File: config.mk
export PLATFORM = sky130hd
export DESIGN_NAME = branch_resolve
export DESIGN_NICKNAME = d
export VERILOG_FILES = /design/src/hdl/bpu_cfg_pkg.sv /design/src/hdl/bpu_types_pkg.sv /design/src/hdl/branch_resolve.sv
export SDC_FILE = /design/constraint.sdc
export NUM_CORES = 1
export LEC_CHECK = 0
export ABC_AREA = 1
export BUFFER_PORTS_ARGS = -buffer_cell sky130_fd_sc_hd__buf_2
export CORE_UTILIZATION = 45
export CTS_BUF_LIST = sky130_fd_sc_hd__clkbuf_4
export DETAILED_ROUTE_END_ITERATION = 10
export PLACE_DENSITY = 0.78
export REMOVE_ABC_BUFFERS = 1
export SYNTH_ARGS = -nofsm -noshare
export SYNTH_HDL_FRONTEND = slang
export SYNTH_SLANG_ARGS = --single-unit
File: constraint.sdc
create_clock -name clk -period 0.8 [get_ports clk]
set_clock_uncertainty 0.15 [all_clocks]
set_input_delay 0 -clock clk [delete_from_list [all_inputs] [get_ports clk]]
set_output_delay 0 -clock clk [all_outputs]
set_load 0.1 [all_outputs]
File: src/hdl/bpu_cfg_pkg.sv
`default_nettype none

package bpu_cfg_pkg;

    typedef logic [31:0] addr_t;

    // table geometry
    localparam int WAYS = 2;
    localparam int WAY_BITS = $clog2(WAYS);
    localparam int SET_NUM = 32;
    localparam int INDEX_BITS = 5;
    localparam int TAG_BITS = 18;

    // local history and its counter table
    localparam int BH_BITS = 4;
    localparam int COUNTER_BITS = 2;

    // bytes covered by one fetch pair
    localparam int FETCH_STEP = 8;

    // one clearing write per table entry
    localparam int INIT_CYCLES = SET_NUM * WAYS;

endpackage

`default_nettype wire
File: src/hdl/bpu_types_pkg.sv
`default_nettype none

package bpu_types_pkg;

    typedef struct packed {
        logic                              valid;
        logic                              is_jump;
        logic [bpu_cfg_pkg::TAG_BITS-1:0]  tag;
    } bht_meta_t;

    typedef struct packed {
        bpu_cfg_pkg::addr_t               target;
        logic [bpu_cfg_pkg::BH_BITS-1:0]  history;
    } bh_data_t;

    // one entry of the target and counter tables
    typedef struct packed {
        logic [bpu_cfg_pkg::INDEX_BITS-1:0]  index;
        logic [bpu_cfg_pkg::WAY_BITS-1:0]    way;
    } bht_ram_addr_t;

    // travels with the fetched pair
    typedef struct packed {
        logic                hit;
        logic                hit_pc;
        logic                hit_pcp4;
        logic                is_jump;
        logic                dpre;
        bpu_cfg_pkg::addr_t  predict_pc;
    } predict_t;

    typedef struct packed {
        logic                valid;
        bpu_cfg_pkg::addr_t  pc;
        logic                is_branch_or_jump;
        logic                is_jump;
        logic                taken;
        bpu_cfg_pkg::addr_t  target;
        logic                pred_taken;
        bpu_cfg_pkg::addr_t  pred_target;
    } resolve_t;

    typedef struct packed {
        logic                write;
        bpu_cfg_pkg::addr_t  pc;
        logic                is_jump;
        logic                taken;
        bpu_cfg_pkg::addr_t  dest_pc;
    } bht_update_t;

endpackage

`default_nettype wire

File: src/hdl/branch_resolve.sv
`timescale 1ns/1ps
`default_nettype none

module branch_resolve (
    input  logic                       clk,
    input  logic                       rst_n,
    input  bpu_types_pkg::resolve_t    resolve,
    output bpu_types_pkg::bht_update_t update,
    output logic                       redirect,
    output bpu_cfg_pkg::addr_t         redirect_pc
);

    logic               capture;
    logic               dir_wrong;
    logic               tgt_wrong;
    bpu_cfg_pkg::addr_t fix_pc;

    assign capture = resolve.valid && resolve.is_branch_or_jump;

    // wrong direction, or taken to the wrong place
    assign dir_wrong = resolve.pred_taken != resolve.taken;
    assign tgt_wrong = resolve.taken && (resolve.pred_target != resolve.target);

    // fall-through after a branch predicted taken
    assign fix_pc = resolve.taken ? resolve.target : resolve.pc + 32'd4;

    // update is a single-cycle pulse, write drops when nothing resolves
    always_ff @(posedge clk or negedge rst_n) begin
        if (!rst_n) begin
            update      <= '0;
            redirect    <= 1'b0;
            redirect_pc <= '0;
        end else begin
            update.write   <= capture;
            update.pc      <= resolve.pc;
            update.is_jump <= resolve.is_jump;
            update.taken   <= resolve.taken;
            update.dest_pc <= resolve.target;
            redirect       <= capture && (dir_wrong || tgt_wrong);
            redirect_pc    <= fix_pc;
        end
    end

endmodule

`default_nettype wire

==> reports/results.ini, run 1 <==
[synthesis]
synth_seq_cells=100
synthCells=483
synth.cell_area_um2=4230
synth_area_leaders=dfrtp_1 59%, nand2_1 15%, nor2_1 4.8%, inv_1 4.4%, o21ai_0 2.6%
ys_warn_count=0
synth_cell_types=29
yosys.area.top_type_share_pct=59.2
synth_top_area_cell=dfrtp_1
avgSynthCellArea_um2=8.76
ys_seq_area_share_pct=59.2

[clock_tree]
clockBufferDepth=2
root_buffer=clkbuf_4
cts-htree-levels=3
numCtsBuffers=9
cts.sinks=100

[placement]
io_buffers=202
detailed_place_hpwl_mm=12.1
routabilityCongestion=0.971

[die]
start_util_pct=46.2
placementRows=35
fp.dieW_um=99.0
die_height_um=99.0
num_io_pins=203

[outcome]
status=aborted with a tool error
haltStage=global routing (5_1_grt)
firstError=[ERROR DPL-0038] Utilization greater than 100%, impossible to legalize

[timing]
worst_endpoint=update[44]
worst-ep-kind=output port

[global_routing]
grt_max_degree=52

-- through the flow --
step	cell area (um2)	utilization, %	worst slack (ns)	cells
3_3_place_gp	7530	82.3	-0.527	873
3_5_place_dp	7530	82.3	-0.686	873
2_1_floorplan	4210	-	-0.343	477
4_1_cts	8460	92.5	-0.449	958
-- Yosys cell counts (all sizes together) --
cell    count
ha          1
o21a        1
nor3        3
nand3b      4
a21oi       5
nand3      17
xor2        8
xnor2      10
o21ai      24
or2         5
o21bai      3
inv        54
dfrtp     100
nor2       61
o22ai       1
nand2     172
clkbuf      5
buf         1
a31oi       3
nand4       5
-- kinds of logic after synthesis --
kind of cell             count (synthesis)  share of synthesized area (%)
AO/OA/AOI/OAI                           37                           4.73
AND/OR/NAND/NOR                        267                           26.8
XOR/XNOR                                18                           3.73
flip-flops                             100                           59.2
adder cells (fa/ha/maj)                  1                          0.296
buffers and inverters                   60                           5.32
-- what timing repair did --
action / CTS
gates cloned: 0
setup endpoints to repair: 117
buffers inserted: 2
endpoints found under the hold margin: 200
hold buffers: 68
pin swaps: 6
resized for setup: 25
==> run 2: changes to the inputs <==
--- a/config.mk
+++ b/config.mk
@@ -7,10 +7,9 @@
 export LEC_CHECK = 0
 export ABC_AREA = 1
 export BUFFER_PORTS_ARGS = -buffer_cell sky130_fd_sc_hd__buf_2
-export CORE_UTILIZATION = 45
-export CTS_BUF_LIST = sky130_fd_sc_hd__clkbuf_4
+export CORE_UTILIZATION = 30
 export DETAILED_ROUTE_END_ITERATION = 10
-export PLACE_DENSITY = 0.78
+export PLACE_DENSITY_LB_ADDON = 0.15
 export REMOVE_ABC_BUFFERS = 1
 export SYNTH_ARGS = -nofsm -noshare
 export SYNTH_HDL_FRONTEND = slang
==> reports/results.ini, run 2 <==
[placement]
io_buffers=202
place_inst=955
routabilityCongestion=0.838
detailed_place_hpwl_mm=11.5

[critical_path]
worstSetupPathType=register to output pin
worst-path-max-fanout=1
cp_slowest_cell=dfrtp_1
critPathLaunchType=register
cp_slowest_stage_delay_ns=0.43
cpLargestDelayFamily=flip-flops
cp.required_ns=0.65
setup.worst_path.end_class=output pin
worst_ep_arrival_time_ns=0.96
critPathBufInv=1
crit_chain=buf_12

[flow_run]
cap_violations=0

[route]
vias_per_cell=4.40
totalWireLength_mm=16.3
firstDrtPassIters=4
drc_errors=0
vias=4605
avgRoutedWirePerCell_um=15.6
drt_iter0_markers=174
antenna_left=0

[outcome]
status=finished with violations
violations=negative hold slack, negative setup slack

[clock_tree]
clockBufferDepth=2
cts_tree=done
cts-htree-levels=3
clk_pin_slew_ns=0.07
cts.sinks=100
numCtsBuffers=9
root_buffer=clkbuf_16

[synthesis]
synth_edf_count=0
synthCells=483
ys_warn_count=0
synth_cell_types=29
synth_area_leaders=dfrtp_1 59%, nand2_1 15%, nor2_1 4.8%, inv_1 4.4%, o21ai_0 2.6%
synth_seq_cells=100
ys_top_cells_by_count=165 x nand2_1, 100 x dfrtp_1, 54 x nor2_1, 50 x inv_1, 22 x o21ai_0
yosys.area.top_type_share_pct=59.2
synth_top_area_cell=dfrtp_1
avgSynthCellArea_um2=8.76
async_flop_share_pct=100
synth_flop_cell=dfrtp_1
synth.cell_area_um2=4230
ys_seq_area_share_pct=59.2
yosysMostFrequentCell=nand2_1

[power_and_ir_drop]
powerDensity_nw_per_um2=1670
ir_drop_mv=1.22
p_leak_uw=0.00474

[timing]
worst_slew_pin_slew_ns=0.357
rsz0062_at_grt=yes
setup_viol=125
final_hold_viol_count=137
relSlewSlack_pct=76.1
timing.final.crit_share_pct=139
fin_hold_ws_ns=-0.663
fmax_mhz=899
period_needed_ns=1.11
final.setup.worst_slack_ns=-0.312
slew_viol_final=0

[min_path]
min-delay-path-class=primary input to async pin

[final_layout]
layout_commonest_cell=nand2_1
top_register=update
n_antenna_cell=0
largest_register_ffs=67
reg_top3=update (67), redirect_pc (32), redirect (1)
layout.cells.non_filler=1047
drive_gt1_share_pct=51.7
final_cell_mix=136 x nand2_1, 107 x buf_12, 103 x buf_4
synthToLayoutAreaGrowth_pct=127
final_nets=966

[die]
die-area_um2=14600
start_util_pct=30.6
num_io_pins=203
fp.dieW_um=121
placementRows=43
core_um2=13800
die_height_um=121

[global_routing]
antenna_found_initial=0
grt_usage_pct=22.6
grt_max_degree=44
grt_pass1_vias=4697
grt_overflow_total=0
grt_pass1_wl_mm=24.6

run 2: cell families after synthesis:
group | count (synthesis) | synth area share, %
AO/OA/AOI/OAI | 37 | 4.73
XOR/XNOR | 18 | 3.73
flip-flops | 100 | 59.2
AND/OR/NAND/NOR | 267 | 26.8
buffers and inverters | 60 | 5.32
adder cells (fa/ha/maj) | 1 | 0.296
run 2: area by class of cell:
class	count	area (um2)
Timing Repair Buffer	374	4320
Fill cell	991	4230
Sequential cell	100	2500
Multi-Input combinational cell	323	2020
Clock buffer	13	270
Tap cell	180	225
Inverter	54	220
Clock inverter	3	43.8
run 2: worst max path at each step:
stage	startpoint	to	cells past startpoint	slack [ns]
2_1_floorplan	resolve[70]	redirect_pc[22]	10	-0.34
3_3_place_gp	resolve[70]	redirect_pc[30]	13	-0.54
3_5_place_dp	resolve[70]	redirect_pc[22]	11	-0.61
4_1_cts	redirect_pc[22]	redirect_pc[22]	1	-0.33
5_1_grt	redirect_pc[30]	redirect_pc[30]	1	-0.32
6_report	redirect_pc[22]	redirect_pc[22]	1	-0.31
run 2: per-stage QoR:
step | utilization, % | worst slack, ns | power, uW | TNS [ns] | instance area (um2)
after floorplan | - | -0.343 | 8240 | -27.94 | 4210
after global placement | 55.7 | -0.544 | 10800 | -13.42 | 7710
after detailed placement | 55.7 | -0.614 | 10800 | -14.08 | 7710
after CTS | 65.7 | -0.332 | 15800 | -53.26 | 9080
after global routing | 69.4 | -0.324 | 16500 | -33.00 | 9600
final | 69.4 | -0.312 | 16000 | -29.57 | 9600
run 2: where the power goes:
part / switching, uW / total, uW / internal, uW
clock network: 1950 / 4630 / 2690
registers: 259 / 5620 / 5360
logic: 3460 / 5750 / 2290
run 2: per-layer routing:
layer | wire length, um | GRT usage [%] | vias up
li1 | - | - | 2242
met1 | 6640 | 27.3 | 2219
met2 | 8680 | 40.2 | 122
met3 | 712 | 4.34 | 22
met4 | 293 | 7.33 | 0
met5 | 0 | 0 | -
run 2: what timing repair did:
item	CTS	global route
hold endpoints to repair	200	177
resized for setup	116	133
setup endpoints to repair	125	231
hold buffers	62	31
buffers inserted	4	11
pin swaps	38	66
gates cloned	0	0
Power figures use the tool's default switching activity.
==> run 3: changes to the inputs <==
--- a/config.mk
+++ b/config.mk
@@ -10,6 +10,7 @@
 export CORE_UTILIZATION = 30
 export DETAILED_ROUTE_END_ITERATION = 10
 export PLACE_DENSITY_LB_ADDON = 0.15
+export RECOVER_POWER = 100
 export REMOVE_ABC_BUFFERS = 1
 export SYNTH_ARGS = -nofsm -noshare
 export SYNTH_HDL_FRONTEND = slang
==> reports/results.ini, run 3 (synthesized netlist as in run 2, its figures left out) <==
[outcome]
status=finished with violations
violations=negative hold slack, negative setup slack

[flow_run]
cap_violations=0

[route]
totalWireLength_mm=16.2
avgRoutedWirePerCell_um=15.5
drt_iter0_markers=181
vias_per_cell=4.39
antenna_left=0
drc_errors=0
firstDrtPassIters=4
vias=4594

[power_and_ir_drop]
clockPowerShare_pct=29.1
p_leak_uw=0.00449
swShare_pct=35.6
p_comb_share_pct=35.6
power.switching_uw=5660
sequentialPowerShare_pct=35.3
power_uw=15900
p_int_uw=10200
ir_drop_mv=1.21
powerDensity_nw_per_um2=1690

[timing]
final_hold_viol_count=69
fin_hold_ws_ns=-0.509
slew_viol_final=0
relSlewSlack_pct=57.6
rsz0062_at_grt=yes
timing.final.crit_share_pct=139
final.setup.worst_slack_ns=-0.312
fmax_mhz=899
setup_viol=133
period_needed_ns=1.11
worst_slew_pin_slew_ns=0.636

[critical_path]
cp_slowest_cell=dfrtp_1
cpLargestDelayFamily=flip-flops
cp.required_ns=0.65
worst_ep_arrival_time_ns=0.96
worst-path-max-fanout=1
cp.depth=1
cp_slowest_stage_delay_ns=0.43
worstSetupPathType=register to output pin
critPathBufInv=1
critPathLaunchType=register
setup.worst_path.end_class=output pin
crit_chain=buf_12

[clock_tree]
numCtsBuffers=9
root_buffer=clkbuf_16
clk_pin_slew_ns=0.07
clockBufferDepth=2
cts-htree-levels=3
cts.sinks=100
cts_tree=done

[final_layout]
n_antenna_cell=0
reg_top3=update (67), redirect_pc (32), redirect (1)
final_nets=966
layout_commonest_cell=nand2_1
layout.cells.non_filler=1047
largest_register_ffs=67
final_cell_mix=136 x nand2_1, 105 x buf_12, 100 x dfrtp_1
top_register=update
synthToLayoutAreaGrowth_pct=123
drive_gt1_share_pct=48.1
nFillCells=1032

[global_routing]
antenna_found_initial=0
grt_pass1_wl_mm=24.6
grt_usage_pct=22.6
grt_max_degree=44
grt_pass1_vias=4697
grt_overflow_total=0

[die]
die-area_um2=14600
placementRows=43
fp.dieW_um=121
die_height_um=121
num_io_pins=203
start_util_pct=30.6
core_um2=13800

[placement]
place_inst=955
io_buffers=202
routabilityCongestion=0.838
detailed_place_hpwl_mm=11.5

[min_path]
min-delay-path-class=primary input to async pin

[run 3: changes by cell type in the layout (fill, tap and decap cells not counted)]
cell / before / now
buf_12: 107 / 105
clkbuf_1: 1 / 32
buf_4: 103 / 94
buf_8: 9 / 7
buf_2: 70 / 45
buf_6: 22 / 15
clkbuf_4: 0 / 5
clkbuf_2: 0 / 9
clkdlybuf4s25_1: 0 / 14
dlymetal6s4s_1: 15 / 1
[run 3: path summary, 6_finish.rpt]
path                       slack, ns              end       startpoint
setup / recovery               -0.31  redirect_pc[22]  redirect_pc[22]
hold / removal                 -0.51        update[1]            rst_n
max in group asynchronous       0.20   redirect_pc[6]            rst_n
min in group clk               -0.38        update[8]      resolve[41]
[run 3: layout make-up]
type | instances | area [um2] | area share (%)
clock buffer | 13 | 270 | 2.87
clock inverter | 3 | 43.8 | 0.465
inverter | 54 | 220 | 2.34
multi-input combinational | 323 | 2020 | 21.5
sequential | 100 | 2500 | 26.6
tap | 180 | 225 | 2.39
timing repair buffer | 374 | 4140 | 43.9
[run 3: power groups by stage]
stage	Combinational (uW)	Clock, uW	Sequential, uW
floorplan	455	0	7780
global placement	5050	0	5710
detailed placement	5080	0	5720
CTS	5520	4710	5620
global route	5890	4890	5640
finish	5660	4620	5620
[run 3: repair_timing]
item | in CTS | in global routing
resized for setup | 116 | 133
buffers inserted | 4 | 11
pin swaps | 38 | 66
hold buffers | 62 | 31
hold endpoints to repair | 200 | 177
endpoints found under the setup margin | 125 | 231
[run 3: per-layer routing]
layer  vias up  track usage, %  routed length (um)
met5         -               0                   0
met3        19            4.34                 718
met1      2212            27.3                6560
li1       2245               -                   -
met4         0            7.33                 263
met2       118            40.2                8710
[run 3: through the flow]
step                worst slack, ns  TNS (ns)  hold slack, ns  instance area [um2]  util (%)
floorplan                    -0.343    -27.94          -0.446                 4210         -
global placement             -0.544    -13.42          -0.293                 7710      55.7
detailed placement           -0.614    -14.08          -0.294                 7710      55.7
CTS                          -0.332    -53.26          -0.396                 9080      65.7
global route                 -0.324    -35.89          -0.460                 9420      68.2
finish                       -0.312    -31.23          -0.509                 9420      68.2
