### src/hdl/bpu_cfg_pkg.sv
`default_nettype none

package bpu_cfg_pkg;

    typedef logic [31:0] addr_t;

    // table geometry
    localparam int WAYS = 2;
    localparam int WAY_BITS = $clog2(WAYS);
    localparam int SET_NUM = 32;
    localparam int INDEX_BITS = 5;
    localparam int TAG_BITS = 18;

    // local history and its counter table
    localparam int BH_BITS = 4;
    localparam int COUNTER_BITS = 2;

    // bytes covered by one fetch pair
    localparam int FETCH_STEP = 8;

    // one clearing write per table entry
    localparam int INIT_CYCLES = SET_NUM * WAYS;

endpackage

`default_nettype wire
### src/hdl/bpu_types_pkg.sv
`default_nettype none

package bpu_types_pkg;

    typedef struct packed {
        logic                              valid;
        logic                              is_jump;
        logic [bpu_cfg_pkg::TAG_BITS-1:0]  tag;
    } bht_meta_t;

    typedef struct packed {
        bpu_cfg_pkg::addr_t               target;
        logic [bpu_cfg_pkg::BH_BITS-1:0]  history;
    } bh_data_t;

    // one entry of the target and counter tables
    typedef struct packed {
        logic [bpu_cfg_pkg::INDEX_BITS-1:0]  index;
        logic [bpu_cfg_pkg::WAY_BITS-1:0]    way;
    } bht_ram_addr_t;

    // travels with the fetched pair
    typedef struct packed {
        logic                hit;
        logic                hit_pc;
        logic                hit_pcp4;
        logic                is_jump;
        logic                dpre;
        bpu_cfg_pkg::addr_t  predict_pc;
    } predict_t;

    typedef struct packed {
        logic                valid;
        bpu_cfg_pkg::addr_t  pc;
        logic                is_branch_or_jump;
        logic                is_jump;
        logic                taken;
        bpu_cfg_pkg::addr_t  target;
        logic                pred_taken;
        bpu_cfg_pkg::addr_t  pred_target;
    } resolve_t;

    typedef struct packed {
        logic                write;
        bpu_cfg_pkg::addr_t  pc;
        logic                is_jump;
        logic                taken;
        bpu_cfg_pkg::addr_t  dest_pc;
    } bht_update_t;

endpackage

`default_nettype wire

### src/hdl/fetch_pc_gen.sv
`timescale 1ns/1ps
`default_nettype none

module fetch_pc_gen (
    input  logic                    clk,
    input  logic                    rst_n,
    input  logic                    stall,
    input  logic                    init_busy,
    input  bpu_types_pkg::predict_t predict,
    input  logic                    redirect,
    input  bpu_cfg_pkg::addr_t      redirect_pc,
    output bpu_cfg_pkg::addr_t      fetch_pc
);

    bpu_cfg_pkg::addr_t next_pc;
    logic               pred_redirect;

    // taken when the entry is a jump or its counter says taken
    assign pred_redirect = predict.hit && (predict.is_jump || predict.dpre);

    always_comb begin
        if (pred_redirect) begin
            next_pc = predict.predict_pc;
        end else begin
            next_pc = fetch_pc + bpu_cfg_pkg::addr_t'(bpu_cfg_pkg::FETCH_STEP);
        end
    end

    // a mispredict overrides stall and the init sweep
    always_ff @(posedge clk or negedge rst_n) begin
        if (!rst_n) begin
            fetch_pc <= '0;
        end else if (redirect) begin
            fetch_pc <= redirect_pc;
        end else if (!stall && !init_busy) begin
            fetch_pc <= next_pc;
        end
    end

endmodule

`default_nettype wire

### config.mk
export PLATFORM = sky130hd
export DESIGN_NAME = fetch_pc_gen
export DESIGN_NICKNAME = d
export VERILOG_FILES = /design/src/hdl/bpu_cfg_pkg.sv /design/src/hdl/bpu_types_pkg.sv /design/src/hdl/fetch_pc_gen.sv
export SDC_FILE = /design/constraint.sdc
export NUM_CORES = 1
export LEC_CHECK = 0
export BUFFER_PORTS_ARGS = -buffer_cell sky130_fd_sc_hd__buf_2
export CAP_MARGIN = 10
export CORE_MARGIN = 2
export CORE_UTILIZATION = 30
export CTS_CLUSTER_DIAMETER = 200
export DETAILED_ROUTE_END_ITERATION = 16
export PLACE_DENSITY = 0.61
export SETUP_SLACK_MARGIN = 0.2
export SLEW_MARGIN = 25
export SYNTH_ARGS = -nofsm -noshare
export SYNTH_HDL_FRONTEND = slang
export SYNTH_SLANG_ARGS = --single-unit
### constraint.sdc
create_clock -name clk -period 1.9 [get_ports clk]
set_input_delay 0.095 -clock clk [delete_from_list [all_inputs] [get_ports clk]]
set_output_delay 0.095 -clock clk [all_outputs]
set_load 0.01 [all_outputs]
==> impl_metrics.csv, run 1 <==
group,metric,value,unit
power,p_sw,0.737,mW
setup_path,cp-start-kind,"flop",
sta,fin_crit,1760,ps
cells_and_area,largest_register_ffs,32,
placed_design,place_ws,45.5,ps
setup_path,cp_common_cell,"buf_6",
power,ir_drop,409,uV
sta,finalMaxSlewViolations,0,
detailed_routing,postRouteAntennaNets,0,
detailed_routing,dr.pass1.iters,5,
synthesis,synth_top_area_frac,0.337,
sta,setup_ws,142,ps
power,combPwrFrac,0.326,
clock_tree,clock_sinks,32,
power,p_int,1.37,mW
power,power_frac_clock,0.265,
synthesis,ys_ff_latch,32,
floorplan,fp.dieW,93.0,um
global_routing,antenna_found_initial,0,
power,finalPower,2.11,mW
synthesis,synth-seq-area-share,0.337,
floorplan,die_h,93.0,um
cells_and_area,num-nets-final,510,
clock_tree,path_clk_slew,70,ps
outcome,outcome,"completed",
floorplan,io_pins,106,
sta,clock_skew,5.65,ps
sta,rsz0062_at_grt,"yes",
power,leakage,1.56,nW
power,seq_power_share,0.409,
synthesis,synth_ff_type,"dfrtp_1",
sta,setup_viol,0,
clock_tree,cts_root_buf,"clkbuf_8",
worst_hold_path,worstHoldPathType,"input port to flop",
synthesis,synth.distinct_cells,53,
detailed_routing,drt-total-wl,8.55,mm
synthesis,ys_warn_count,0,
setup_path,arrival,1950,ps
detailed_routing,remaining_drc_errors,0,
clock_tree,cts_tree,"built",
cells_and_area,final_common_cell,"buf_2",
synthesis,synth_area_per_cell,7.76,um2
global_routing,grt_pass1_vias,2776,
sta,max_clock_freq,569,MHz
cells_and_area,diodes,0,
cells_and_area,final_cell_mix,"buf_2 (103), nand2_1 (41), a21oi_1 (33), buf_4 (33), o21ai_0 (29)",
synthesis,syn_nets,381,
cells_and_area,area_growth,46.9,%
floorplan,core-area,7690,um2
placed_design,globalplace.congestion,0.846,
setup_path,path_cells,"buf_6 -> nand4_1 -> nor4_4 -> buf_4 -> buf_6 -> a22oi_2 -> o221ai_1",
detailed_routing,drt-vias-per-instance,5.41,
synthesis,async_flop_share,1.00,
setup_path,cpPeakStageDelay,460,ps
clock_tree,clk_path_buf_depth,2,
clock_tree,h-tree-depth,2,
flow_run,drv_cap,0,
synthesis,syn_area,2380,um2
setup_path,critPathMaxFanout,3,
setup_path,slowest_stage,"nor4_4",
global_routing,grt_max_degree,33,
synthesis,synth.largest_area_cell,"dfrtp_1",
power,power_density,603,nW/um2
cells_and_area,largestRegisters,"fetch_pc (32)",
setup_path,path_class,"flop to flop",
placed_design,hpwl,6.35,mm
clock_tree,numCtsBuffers,5,
global_routing,grt_pass1_wl,13.4,mm
sta,finalCritPeriodShare,0.925,
global_routing,overflow,0,
synthesis,synthCells,306,
floorplan,fp.dieArea,8650,um2
synthesis,netlist_top_cells_area,"dfrtp_1 (34%), a21oi_1 (7.0%), nand2_1 (6.6%)",
cells_and_area,fillerInstances,826,
placed_design,port_buffers,103,
sta,slew_headroom,0.477,
power,swShare,0.350,
synthesis,synth_edf_count,0,
floorplan,row_count,32,
cells_and_area,regMostFlops,"fetch_pc",
global_routing,grt_use_total,0.195,
floorplan,start_util,0.309,
detailed_routing,drt_iter0_drc,143,
detailed_routing,wl_per_cell,15.9,um
sta,worstMarginPinSlew,784,ps
setup_path,endpoint_kind,"flop",
setup_path,cp.required,2100,ps
detailed_routing,vias,2910,
sta,setup-tns-final,0,ps
cells_and_area,drive_gt1_frac,0.422,
sta,hold_violations,0,
clock_tree,clock_latency,280,ps
-- critical path: cells and delay by family, from the launching register on --
family	cells	cell delay (ps)
AND/OR/NAND/NOR	2	670
flip-flops	1	390
buffers and inverters	3	390
AO/OA/AOI/OAI	2	220
-- cells by family after synthesis --
kind of cell               count (synthesis)  synth area share
AOI/OAI and AO/OA                        106             0.273
xor gates and xnor gates                   8            0.0295
adders and majority gates                  1           0.00527
buffers and inverters                     24            0.0384
DFF                                       32             0.337
muxes                                      8            0.0348
and+or+nand+nor                          127             0.282
-- metal layers --
metal  vias to the layer above  global-route usage  wire [um]
li1                       1402                   -          -
met1                      1387               0.253       3620
met2                       106               0.329       4170
met3                        15              0.0363        602
met4                         0              0.0637        161
met5                         -                   0          0
-- what timing repair did --
item / CTS / global route
endpoints found under the hold margin: 32 / 0
cloned: 0 / 0
buffers inserted: 6 / 9
setup endpoints to repair: 13 / 14
gates resized for setup: 11 / 18
hold buffers: 1 / 0
pin swaps: 2 / 9
-- synthesized netlist by cell type, types with 2 or more instances --
library cell	count
nand2_1	42
a21oi_1	33
dfrtp_1	32
o21ai_0	31
nor2_1	23
clkbuf_1	16
nor3_1	16
nand3_1	11
a31oi_1	7
nand4_1	7
mux2i_1	6
xnor2_1	6
inv_1	5
a211oi_1	4
and3_1	4
nor4_1	4
o21a_1	4
o22ai_1	4
a221o_1	3
nor4_2	3
a221oi_1	2
a311oi_1	2
and4_1	2
buf_1	2
mux2_2	2
nand2b_1	2
nor2b_1	2
o221ai_1	2
o22a_1	2
o31ai_1	2
or2_2	2
xor2_1	2
-- layout make-up --
type / instances / area [um2] / share of cell area
Clock buffer: 6 / 82.6 / 0.0237
Clock inverter: 2 / 10.0 / 0.00287
Inverter: 5 / 18.8 / 0.00538
Multi-Input combinational cell: 250 / 1610 / 0.461
Sequential cell: 32 / 813 / 0.233
Tap cell: 102 / 128 / 0.0366
Timing Repair Buffer: 141 / 827 / 0.237
-- power by group through the flow --
stage	Clock, mW	Sequential (mW)	Combinational (mW)
after floorplan	0	0.898	0.283
after global placement	0	0.866	0.607
after detailed placement	0	0.871	0.617
after CTS	0.573	0.859	0.648
after global routing	0.604	0.872	0.755
final	0.558	0.861	0.686
-- stage by stage --
step / hold WS (ps) / std cells / cell area [um2] / util
CTS: 7.28 / 529 / 3350 / 0.436
detailed placement: 219 / 514 / 3150 / 0.410
floorplan: -201 / 306 / 2400 / -
finish: 14.4 / 538 / 3490 / 0.454
global placement: 223 / 514 / 3150 / 0.410
global route: 18.9 / 538 / 3490 / 0.454
-- worst paths after layout --
check / startpoint / end / cells past startpoint / slack (ps)
max in group asynchronous: rst_n / fetch_pc[5] / 2 / 920
setup / recovery: fetch_pc[3] / fetch_pc[16] / 7 / 140
setup reg to reg: fetch_pc[3] / fetch_pc[16] / 7 / 140
hold / removal: redirect_pc[6] / fetch_pc[6] / 3 / 10
min in group asynchronous: rst_n / fetch_pc[24] / 2 / 420
hold reg to reg: fetch_pc[2] / fetch_pc[2] / 2 / 580
Note: power is estimated with default switching activity, not from simulation.
==> inputs of run 2 (changes only) <==
--- a/config.mk
+++ b/config.mk
@@ -5,13 +5,14 @@
 export SDC_FILE = /design/constraint.sdc
 export NUM_CORES = 1
 export LEC_CHECK = 0
+export ABC_AREA = 1
 export BUFFER_PORTS_ARGS = -buffer_cell sky130_fd_sc_hd__buf_2
 export CAP_MARGIN = 10
 export CORE_MARGIN = 2
 export CORE_UTILIZATION = 30
 export CTS_CLUSTER_DIAMETER = 200
 export DETAILED_ROUTE_END_ITERATION = 16
-export PLACE_DENSITY = 0.61
+export PLACE_DENSITY = 0.6
 export SETUP_SLACK_MARGIN = 0.2
 export SLEW_MARGIN = 25
 export SYNTH_ARGS = -nofsm -noshare
==> run 2 against run 1 <==
Wire length down 4.6%. Clock power barely moved. Setup slack improved by 180 ps. Register-to-register slack gained 180 ps.
==> impl_metrics.csv, run 2 <==
group,metric,value,unit
outcome,outcome,"completed",
clock_tree,clock_sinks,32,
global_routing,grt_max_degree,58,
sta,rsz0062_at_grt,"yes",
global_routing,overflow,0,
clock_tree,numCtsBuffers,5,
floorplan,die_h,99.7,um
setup_path,path_cells,"ha_2 -> nand2_2 -> nor2_4 -> nand2_4 -> nor2_4 -> nand3_1 -> nand3_1 -> nand2_1 -> nand2_1 -> nand2_1",
placed_design,globalplace.congestion,0.852,
setup_path,cp-start-kind,"flop",
clock_tree,path_clk_slew,70,ps
floorplan,io_pins,106,
cells_and_area,diodes,0,
setup_path,cpPeakStageDelay,380,ps
setup_path,critPathMaxFanout,6,
setup_path,path_class,"flop to flop",
power,power_frac_clock,0.252,
worst_hold_path,holdCritStartpoint,"redirect_pc[1]",
sta,worstMarginPinSlew,815,ps
cells_and_area,final_common_cell,"nand2_1",
power,power_density,628,nW/um2
worst_hold_path,whs_path_depth,3,
cells_and_area,num-nets-final,657,
power,p_sw,0.824,mW
flow_run,drv_cap,0,
detailed_routing,wl_per_cell,11.8,um
detailed_routing,drt-vias-per-instance,4.56,
sta,slew_headroom,0.456,
power,swShare,0.374,
detailed_routing,drt_iter0_drc,117,
power,leakage,1.90,nW
placed_design,hpwl,6.00,mm
sta,finalCritPeriodShare,0.829,
synthesis,synthCells,482,
floorplan,core-area,8810,um2
synthesis,ys_ff_latch,32,
global_routing,grt_use_total,0.167,
detailed_routing,postRouteAntennaNets,0,
detailed_routing,drt-total-wl,8.16,mm
synthesis,synth-seq-area-share,0.291,
cells_and_area,area_growth,27.5,%
cells_and_area,drive_gt1_frac,0.247,
setup_path,crit_family,"simple AND/OR/NAND/NOR gates",
synthesis,syn_area,2750,um2
setup_path,r2r_slack,320,ps
power,seq_power_share,0.417,
worst_hold_path,worstHoldPathType,"input port to flop",
cells_and_area,final_cell_mix,"nand2_1 (209), buf_2 (103), nor2_1 (83)",
power,p_int,1.38,mW
synthesis,synth_top_area_frac,0.291,
placed_design,port_buffers,103,
setup_path,worst_r2r_path_depth,10,
cells_and_area,regMostFlops,"fetch_pc",
detailed_routing,dr.pass1.iters,4,
sta,setup_viol,0,
placed_design,dp.cells,678,
global_routing,antenna_found_initial,0,
setup_path,r2r-start,"fetch_pc[3]",
setup_path,rr_endpoint,"fetch_pc[29]",
setup_path,arrival,1750,ps
clock_tree,clk_path_buf_depth,2,
cells_and_area,largest_register_ffs,32,
worst_hold_path,hold_end,"fetch_pc[1]",
floorplan,row_count,34,
power,ir_drop,260,uV
clock_tree,cts_root_buf,"clkbuf_8",
setup_path,cp.required,2070,ps
synthesis,synth_area_per_cell,5.70,um2
sta,fin_crit,1580,ps
synthesis,synth_ff_type,"dfrtp_1",
power,combPwrFrac,0.331,
setup_path,slowest_stage,"dfrtp_1",
setup_path,endpoint_kind,"flop",
sta,max_clock_freq,635,MHz
detailed_routing,vias,3148,
synthesis,synth.largest_area_cell,"dfrtp_1",
sta,clock_skew,10.7,ps
synthesis,synth_edf_count,0,
sta,finalMaxSlewViolations,0,
sta,setup-tns-final,0,ps
sta,hold_violations,0,
synthesis,synth.most_common_cell,"nand2_1",
clock_tree,cts_tree,"built",
cells_and_area,largestRegisters,"fetch_pc (32)",
floorplan,start_util,0.312,
synthesis,netlist_top_cells_area,"dfrtp_1 (29%), nand2_1 (29%), nor2_1 (11%)",
cells_and_area,finalNonFillerCells,691,
global_routing,grt_pass1_wl,13.5,mm
clock_tree,h-tree-depth,2,
floorplan,fp.dieArea,9950,um2
detailed_routing,remaining_drc_errors,0,
synthesis,ys_warn_count,0,
global_routing,grt_pass1_vias,2829,
clock_tree,clock_latency,280,ps
synthesis,synth_common_cells,"nand2_1 (209), nor2_1 (84), nand3_1 (45), inv_1 (36), dfrtp_1 (32)",
setup_path,cp_common_cell,"nand2_1",
floorplan,fp.dieW,99.7,um
setup_path,path_buf_inv,0,
synthesis,syn_nets,557,
synthesis,async_flop_share,1.00,
synthesis,synth.distinct_cells,27,
[run 2: cell count changes after synthesis, moves of 6 or more]
cell	change
o21ai_0	-26
nor3_1	-16
mux2i_1	-6
buf_2	+10
a21oi_1	-31
clkbuf_1	-9
nor2_4	+6
nor2_1	+61
nand3_1	+34
inv_1	+31
nand2_1	+167
[run 2: layout make-up]
type	instances	area (um2)
clock buffer	8	90.1
timing repair buffer	112	598
fill	956	5300
multi-input combinational	393	1730
sequential	32	805
tap	108	135
inverter	38	143
[run 2: power by group through the flow]
stage | Sequential [mW] | Combinational [mW] | Clock, mW
final | 0.918 | 0.728 | 0.556
after global routing | 0.939 | 0.840 | 0.611
after CTS | 0.920 | 0.723 | 0.574
after detailed placement | 0.931 | 0.720 | 0
after global placement | 0.928 | 0.711 | 0
after floorplan | 0.941 | 0.409 | 0
[run 2: how the worst max path moves through the flow]
stage,start,slack [ps],cells after the start,end
final,fetch_pc[3],320,10,fetch_pc[29]
after global routing,fetch_pc[3],180,10,fetch_pc[29]
after CTS,fetch_pc[3],240,10,fetch_pc[17]
after detailed placement,fetch_pc[3],250,10,fetch_pc[17]
after global placement,fetch_pc[3],270,10,fetch_pc[17]
after floorplan,fetch_pc[4],410,10,fetch_pc[25]
[run 2: per-stage QoR]
| stage | hold slack, ps | util | area [um2] | setup slack, ps | power (mW) |
|---|---|---|---|---|---|
| floorplan | -201 | - | 2750 | 412 | 1.35 |
| global placement | 211 | 0.382 | 3360 | 275 | 1.64 |
| detailed placement | 215 | 0.382 | 3360 | 253 | 1.65 |
| CTS | 20.7 | 0.393 | 3460 | 239 | 2.22 |
| global route | 37.4 | 0.398 | 3500 | 181 | 2.39 |
| finish | 31.2 | 0.398 | 3500 | 324 | 2.20 |
[run 2: layer usage]
layer | part of all wire | GRT usage | up-vias | routed length [um]
met5 | 0 | 0 | - | 0
met4 | 0.0051 | 0.0306 | 0 | 42
met3 | 0.046 | 0.0288 | 2 | 374
met2 | 0.47 | 0.275 | 84 | 3820
met1 | 0.48 | 0.233 | 1378 | 3920
li1 | - | - | 1684 | -
[run 2: worst reg2reg max path, delay by kind of cell, from the launching register on]
kind          cells  cell delay (ps)
flops             1              380
simple gates      9              890
fa+ha+maj         1              200
[run 2: cells by family after synthesis]
kind of cell	count (synthesis)	synth area share
flip-flops	32	0.291
adder cells (fa/ha/maj)	1	0.00455
AND/OR/NAND/NOR	363	0.553
XOR/XNOR	4	0.0127
AO/OA/AOI/OAI	25	0.0551
buffers and inverters	57	0.0828
[run 2: what timing repair did]
| item | 4_1_cts | 5_1_grt |
|---|---|---|
| resized for setup | 0 | 6 |
| hold buffers | 1 | 0 |
| buffers inserted | 0 | 4 |
| endpoints found under the setup margin | 0 | 11 |
| endpoints found under the hold margin | 32 | 0 |
